--- config.mk ---
export PLATFORM = sky130hd
export DESIGN_NAME = majority_bundler
export DESIGN_NICKNAME = d
export VERILOG_FILES = /design/src/hv_pkg.sv /design/src/vote_pkg.sv /design/src/vote_selector.sv /design/src/vote_counter.sv /design/src/bundle_ctrl.sv /design/src/majority_bundler.sv
export VERILOG_INCLUDE_DIRS = /design/src
export SDC_FILE = /design/constraint.sdc
export NUM_CORES = 1
export LEC_CHECK = 0
export ABC_CLOCK_PERIOD_IN_PS = 3690
export BUFFER_PORTS_ARGS = -buffer_cell sky130_fd_sc_hd__buf_2
export CAP_MARGIN = 10
export CORE_MARGIN = 4
export CORE_UTILIZATION = 57
export DETAILED_ROUTE_END_ITERATION = 10
export GPL_TIMING_DRIVEN = 0
export MAX_ROUTING_LAYER = met4
export PLACE_DENSITY = 0.87
export SYNTH_ARGS = -nofsm -noshare
export SYNTH_HDL_FRONTEND = slang
export SYNTH_SLANG_ARGS = --single-unit
--- constraint.sdc ---
create_clock -name clk -period 3.69 [get_ports clk]
set_clock_uncertainty 0.05 [all_clocks]
set_input_delay 0.1845 -clock clk [delete_from_list [all_inputs] [get_ports clk]]
set_output_delay 0.1845 -clock clk [all_outputs]
set_load 0.005 [all_outputs]
--- src/majority_cfg.svh ---
`ifndef MAJORITY_CFG_SVH
`define MAJORITY_CFG_SVH

// votes carried by one data word
// tied to the selector count in each lane counter
`define WORD_W 32

// output dimensions bundled side by side
`define LANES 4

// signed accumulator width per lane
// MAX_ITEMS votes plus the tie offset need far fewer bits
`define ACC_W 30

// largest group of hypervectors in one run
`define MAX_ITEMS 1000

`endif

--- src/hv_pkg.sv ---
`include "majority_cfg.svh"

package hv_pkg;

    // one lane's word, bit k is input vector k of the batch
    typedef logic [`WORD_W-1:0] word_t;

    // one majority bit per output dimension
    typedef logic [`LANES-1:0] lane_bits_t;

    // lane l sits at index l
    typedef word_t [`LANES-1:0] lane_words_t;

    // number of hypervectors in a run, zero is not a legal value
    typedef logic [$clog2(`MAX_ITEMS + 1)-1:0] item_count_t;

    // valid bits in the final word
    // zero means the final word is full
    typedef logic [$clog2(`WORD_W)-1:0] remainder_t;

endpackage

--- src/vote_pkg.sv ---
`include "majority_cfg.svh"

package vote_pkg;

    // one vote, -1, 0 or +1
    typedef logic signed [1:0] vote_t;

    localparam vote_t VOTE_POS  = 2'sb01;
    localparam vote_t VOTE_NEG  = 2'sb11;
    localparam vote_t VOTE_ZERO = 2'sb00;

    // sum of four votes, range -4 to +4
    typedef logic signed [3:0] quad_sum_t;

    // sum of sixteen votes, range -16 to +16
    typedef logic signed [6:0] half_sum_t;

    // running sum over the whole run
    typedef logic signed [`ACC_W-1:0] acc_t;

endpackage

--- src/vote_selector.sv ---
`timescale 1ns/1ps

module vote_selector #(
    parameter int INDEX = 0
) (
    input  logic               clk,
    input  logic               update,
    input  logic               last_update,
    input  hv_pkg::remainder_t remainder,
    input  logic               data_bit,
    output vote_pkg::vote_t    vote
);

    localparam int POSITIONS = 2 ** $bits(hv_pkg::remainder_t);

    logic masked;

    if (INDEX < 0 || INDEX >= POSITIONS) begin : g_bad_index
        $error("vote_selector INDEX %0d out of range", INDEX);
    end

    // bits at or above the remainder lie past the final item
    // remainder zero keeps the whole word
    assign masked = last_update && (remainder != '0) && (INDEX >= int'(remainder));

    // vote stays zero between words so the tree can run freely
    always_ff @(posedge clk) begin
        if (!update || masked) begin
            vote <= vote_pkg::VOTE_ZERO;
        end else if (data_bit) begin
            vote <= vote_pkg::VOTE_POS;
        end else begin
            vote <= vote_pkg::VOTE_NEG;
        end
    end

endmodule

--- src/vote_counter.sv ---
`timescale 1ns/1ps
`include "majority_cfg.svh"

module vote_counter (
    input  logic               clk,
    input  logic               clear,
    input  logic               even_votes,
    input  logic               tie_bit,
    input  logic               update,
    input  logic               last_update,
    input  hv_pkg::remainder_t remainder,
    input  hv_pkg::word_t      word,
    output logic               majority
);

    localparam int QUADS = `WORD_W / 4;
    localparam int HALVES = QUADS / 4;

    localparam vote_pkg::acc_t ACC_ONE = 1;
    localparam vote_pkg::acc_t ACC_MAX = `MAX_ITEMS + 1;

    vote_pkg::vote_t     votes [`WORD_W];
    vote_pkg::quad_sum_t quad  [QUADS];
    vote_pkg::half_sum_t half  [HALVES];
    vote_pkg::acc_t      acc;

    // update delayed to each tree stage
    logic upd1;
    logic upd2;
    logic upd3;

    for (genvar i = 0; i < `WORD_W; i++) begin : g_sel
        vote_selector #(
            .INDEX(i)
        ) i_sel (
            .clk        (clk),
            .update     (update),
            .last_update(last_update),
            .remainder  (remainder),
            .data_bit   (word[i]),
            .vote       (votes[i])
        );
    end

    always_ff @(posedge clk) begin
        upd1 <= update;
        upd2 <= upd1;
        upd3 <= upd2;
    end

    // stage one, groups of four votes
    always_ff @(posedge clk) begin
        if (upd1) begin
            for (int q = 0; q < QUADS; q++) begin
                quad[q] <= votes[4*q] + votes[4*q+1] + votes[4*q+2] + votes[4*q+3];
            end
        end
    end

    // stage two, one sum per half word
    always_ff @(posedge clk) begin
        if (upd2) begin
            for (int h = 0; h < HALVES; h++) begin
                half[h] <= quad[4*h] + quad[4*h+1] + quad[4*h+2] + quad[4*h+3];
            end
        end
    end

    // even groups start one off zero so the final sum is never zero
    always_ff @(posedge clk) begin
        if (clear) begin
            if (even_votes) begin
                acc <= tie_bit ? -ACC_ONE : ACC_ONE;
            end else begin
                acc <= '0;
            end
        end else if (upd3) begin
            acc <= acc + half[0] + half[1];
        end
    end

    // positive sum means more ones than zeros
    assign majority = ~acc[`ACC_W-1];

    // a new run must not begin while a word is still in the tree
    a_clear_idle: assert property (@(posedge clk)
        clear |-> ((upd1 | upd2 | upd3) !== 1'b1));

    a_acc_range: assert property (@(posedge clk)
        upd3 |=> (acc <= ACC_MAX) && (acc >= -ACC_MAX));

endmodule

--- src/bundle_ctrl.sv ---
`timescale 1ns/1ps

module bundle_ctrl (
    input  logic                clk,
    input  logic                rst,
    input  logic                start,
    input  hv_pkg::item_count_t item_count,
    input  logic                tie_break,
    input  logic                word_valid,
    output logic                busy,
    output logic                done,
    output logic                clear,
    output logic                even_votes,
    output logic                tie_bit,
    output logic                update,
    output logic                last_update,
    output hv_pkg::remainder_t  remainder
);

    localparam int REM_W = $bits(hv_pkg::remainder_t);
    localparam int IDX_W = $bits(hv_pkg::item_count_t) - REM_W;

    logic             start_ok;
    logic             collecting;
    logic [IDX_W-1:0] word_cnt;
    logic [IDX_W-1:0] last_idx;
    logic [3:0]       done_sr;

    hv_pkg::remainder_t rem_q;

    assign start_ok = start && !busy;

    // words count only while the run still expects data
    assign update      = word_valid && collecting;
    assign last_update = update && (word_cnt == last_idx);
    assign remainder   = rem_q;

    // done trails the last word by the four register stages of a lane
    assign done = done_sr[3];

    // index of the final word is (item_count - 1) / 32
    always_ff @(posedge clk) begin
        if (start_ok) begin
            last_idx <= IDX_W'((item_count - 1'b1) >> REM_W);
            rem_q    <= item_count[REM_W-1:0];
        end
    end

    always_ff @(posedge clk) begin
        if (rst) begin
            busy       <= 1'b0;
            collecting <= 1'b0;
            word_cnt   <= '0;
            done_sr    <= '0;
            // park the lanes at minus one so majority reads zero
            clear      <= 1'b1;
            even_votes <= 1'b1;
            tie_bit    <= 1'b1;
        end else begin
            clear   <= start_ok;
            done_sr <= {done_sr[2:0], last_update};
            if (start_ok) begin
                busy       <= 1'b1;
                collecting <= 1'b1;
                word_cnt   <= '0;
                even_votes <= ~item_count[0];
                tie_bit    <= tie_break;
            end else begin
                if (update) begin
                    word_cnt <= word_cnt + 1'b1;
                end
                if (last_update) begin
                    collecting <= 1'b0;
                end
                // busy drops together with the done pulse
                if (done_sr[2]) begin
                    busy <= 1'b0;
                end
            end
        end
    end

    a_done_single: assert property (@(posedge clk) disable iff (rst)
        done |=> !done);

    // an accepted start finds the previous run fully drained
    a_start_ignored: assert property (@(posedge clk) disable iff (rst)
        start_ok |-> (!collecting && (done_sr[2:0] == '0)));

    a_count_nonzero: assert property (@(posedge clk) disable iff (rst)
        start_ok |-> (item_count != '0));

endmodule

--- src/majority_bundler.sv ---
`timescale 1ns/1ps
`include "majority_cfg.svh"

module majority_bundler (
    input  logic                clk,
    input  logic                rst,
    input  logic                start,
    input  hv_pkg::item_count_t item_count,
    input  logic                tie_break,
    input  logic                word_valid,
    input  hv_pkg::lane_words_t words,
    output logic                busy,
    output logic                done,
    output hv_pkg::lane_bits_t  majority
);

    // controller to lane counters
    logic clear;
    logic even_votes;
    logic tie_bit;
    logic update;
    logic last_update;

    hv_pkg::remainder_t remainder;

    bundle_ctrl i_ctrl (
        .clk        (clk),
        .rst        (rst),
        .start      (start),
        .item_count (item_count),
        .tie_break  (tie_break),
        .word_valid (word_valid),
        .busy       (busy),
        .done       (done),
        .clear      (clear),
        .even_votes (even_votes),
        .tie_bit    (tie_bit),
        .update     (update),
        .last_update(last_update),
        .remainder  (remainder)
    );

    // one counter per output dimension, all sharing the same strobes
    for (genvar l = 0; l < `LANES; l++) begin : g_lane
        vote_counter i_counter (
            .clk        (clk),
            .clear      (clear),
            .even_votes (even_votes),
            .tie_bit    (tie_bit),
            .update     (update),
            .last_update(last_update),
            .remainder  (remainder),
            .word       (words[l]),
            .majority   (majority[l])
        );
    end

endmodule

==> results.cfg <==
[status]
status = complete, no violations

[worst_setup_path]
criticalPathCategory = register to register
crit_path_end_kind = register
crit_chain = fa_1, ha_1, fa_1, a211oi_1, nor2_1, a21oi_2, a211oi_1, o21ai_1, a21oi_2, o211ai_1, a21o_1, nand3_1
reg2reg_to = g_lane[1].i_counter.acc[29]$_DFFE_PP_
crit_cells = 12
required_ns = 3.99
reg2reg_depth = 12
crit_path_max_fanout = 4
cpMaxStageDelayCell = fa_1
crit_arrival_ns = 3.94
cp-endpoint = g_lane[1].i_counter.acc[29]$_DFFE_PP_
cp-start-kind = register
crit_family = compound AO/OA/AOI/OAI gates
critPathLaunch = g_lane[1].i_counter.acc[1]$_DFFE_PP_
max_stage_delay_ns = 0.52
path_buf_inv = 0
r2r_slack_ns = 0.05
reg2reg_from = g_lane[1].i_counter.acc[1]$_DFFE_PP_

[die]
ios = 149
core_sq_um = 51600
rows = 83
start_util = 0.578
dieArea_sq_um = 56100
die_h_um = 237
dieWidth_um = 237

[grt]
track_usage = 0.324
grt_pass1_wl_um = 139000
grt-ovfl-total = 0
antenna_found_initial = 5
grt_start_max_net_pins = 65
grt_pass1_vias = 25000

[flow_run]
maxCapViolations = 0

[timing]
min_period_ns = 3.64
fin_crit_sh = 0.985
setup_violations = 0
slew_viol_final = 0
worst_slew_pin_slew_ns = 1.29
final-hold-violation-count = 0
finalSetupTns_ns = 0
fmax_mhz = 275
rsz0062_at_grt = true
relSlewSlack = 0.127

[logic_synthesis]
synth_area_leaders = edfxtp_1 (29%), fa_1 (20%), dfxtp_1 (12%)
synthArstFlopShare = 0
yosysWarnings = 0
synth-main-ff-cell = edfxtp_1
synth_edf_count = 284
synthMostInstantiatedCell = fa_1
synth_common_cells = fa_1 (298), edfxtp_1 (284), inv_1 (282)
ys_ff_latch = 461
synth_top_cell_area_share = 0.286
yosysTopAreaCell = edfxtp_1
syn_inst = 2563
syn-num-nets = 3233
yosysSeqAreaShare = 0.405
synth.avg_cell_area_sq_um = 11.6
syn_area_sq_um = 29800
yosysUniqueCellTypes = 68

[route]
ant_nets = 0
wl_per_cell_um = 24.6
via_count = 23000
drt_drc_violations_left = 0
drtPass1Iterations = 8
drt_iter0_drc = 2304
drt_wl_total_um = 90000
avgViaCountPerCell = 6.28

[clock_tree]
numCtsBuffers = 47
cts_tree = built
clock_tree.buffer_depth = 3
cts_root_buf = clkbuf_16
clk_latency_ns = 0.64
cts.clk_slew.worst_paths_ns = 0.08
htree_num_levels = 2
cts_sinks = 461

[place]
io_buffers = 147
gp_congestion = 0.915
hpwlAfterDp_um = 50400
place_inst = 3402

[hold_path]
worstHoldStart = words[121]
hp-class = primary input to register

[pwr]
p_per_area_nw_per_um2 = 792
ir_drop_uv = 476
leakagePower_nw = 14.6
total_power_mw = 28.2

[finish]
final_nets = 3610
fin_cells = 3664
area_growth_pct = 19.5
drive_above_1_share = 0.134
## metal layers
layer / track usage / wire length (um)
met1: 0.345 / 29700
met2: 0.550 / 44600
met3: 0.0655 / 7710
met4: 0.214 / 8020
met5: - / 0
## registers in the layout (all words and copies together) (netlist names)
register,flops
g_lane.i_counter.upd1,1
i_ctrl.done_sr,4
i_ctrl.busy,1
g_lane.i_counter.half,50
i_ctrl.collecting,1
g_lane.i_counter.upd2,1
i_ctrl.last_idx,5
i_ctrl.remainder,5
i_ctrl.tie_bit,1
i_ctrl.word_cnt,5
g_lane.i_counter.upd3,1
i_ctrl.even_votes,1
g_lane.i_counter.quad,104
i_ctrl.clear,1
g_lane.i_counter.g_sel.i_sel.vote,160
g_lane.i_counter.acc,120
## power by group
| group | internal (mW) | total [mW] | switching [mW] | leakage [nW] |
|---|---|---|---|---|
| sequential | 6.71 | 7.23 | 0.522 | 4.18 |
| clock | 3.01 | 5.31 | 2.31 | 0.818 |
| combinational | 6.94 | 15.7 | 8.77 | 9.59 |
| total | 16.7 | 28.2 | 11.6 | 14.6 |
## worst min-delay path by stage
stage,endpoint,slack (ns),depth (start not counted)
after floorplan,g_lane[0].i_counter.g_sel[0].i_sel.vote[1]$_SDFF_PP0_,0.21,1
after global placement,g_lane[3].i_counter.g_sel[5].i_sel.vote[1]$_SDFF_PP0_,0.29,2
after detailed placement,g_lane[0].i_counter.g_sel[16].i_sel.vote[1]$_SDFF_PP0_,0.29,2
after CTS,g_lane[2].i_counter.g_sel[0].i_sel.vote[0]$_SDFF_PP0_,0.10,4
after global routing,g_lane[0].i_counter.g_sel[17].i_sel.vote[1]$_SDFF_PP0_,0.21,3
final,g_lane[3].i_counter.g_sel[25].i_sel.vote[1]$_SDFF_PP0_,0.19,3
## what timing repair did
item	CTS	global route
cloned	1	0
resized for setup	4	26
endpoints found under the hold margin	146	0
hold buffers	145	0
pin swaps	1	16
endpoints found under the setup margin	102	83
setup buffers	18	5
## worst register-to-register path, cell delays in order (launching register included)
cell,delay (ns)
edfxtp_1,0.43
fa_1,0.52
ha_1,0.25
fa_1,0.45
a211oi_1,0.29
nor2_1,0.15
a21oi_2,0.25
a211oi_1,0.11
o21ai_1,0.23
a21oi_2,0.13
o211ai_1,0.30
a21o_1,0.17
nand3_1,0.06
## placed cells by master, fill, tap and decap left out, types with 15 or more instances in the layout
cell type,count
a21oi_1,127
xnor2_1,125
fa_1,295
a211oi_1,24
nand2_1,63
o21ai_0,119
nand2b_1,16
ha_1,202
nor2b_1,21
o21ai_1,35
o21bai_1,21
nor3_1,23
nor2_1,218
buf_2,149
nand3_1,34
edfxtp_1,284
dlygate4sd3_1,145
buf_4,22
a31oi_1,17
xor2_1,103
inv_1,281
clkbuf_1,45
and3_1,15
a21o_1,74
ha_4,26
clkbuf_16,49
dfxtp_1,175
a21oi_2,22
## area by class of cell
class / instances / area [sq um]
clock inverter: 30 / 389
sequential: 461 / 12100
clock buffer: 57 / 1280
multi-input combinational: 1763 / 17000
inverter: 286 / 1070
timing repair buffer: 327 / 2730
antenna: 6 / 15.0
fill: 2942 / 15900
buffer: 54 / 267
tap: 680 / 851
## cells by family after synthesis
family                   count (synthesis)  share of synthesized area
AND/OR/NAND/NOR                        455                     0.0700
AO/OA/AOI/OAI                          537                      0.114
XOR/XNOR                               228                     0.0669
multiplexers                            15                    0.00562
flip-flops                             461                      0.405
buffers and inverters                  340                     0.0435
adder cells (fa/ha/maj)                527                      0.296
## per-stage QoR
step / setup slack [ns] / hold WS (ns) / cell area, sq um / utilization
final: 0.0550 / 0.188 / 35700 / 0.691
after global routing: -0.0493 / 0.205 / 35700 / 0.691
after CTS: 0.0398 / 0.103 / 35500 / 0.688
after detailed placement: -0.464 / 0.292 / 32100 / 0.623
after global placement: -1.37 / 0.291 / 31800 / 0.617
after floorplan: -0.177 / 0.207 / 30200 / -
No activity file was read; power rests on OpenSTA's default activity.
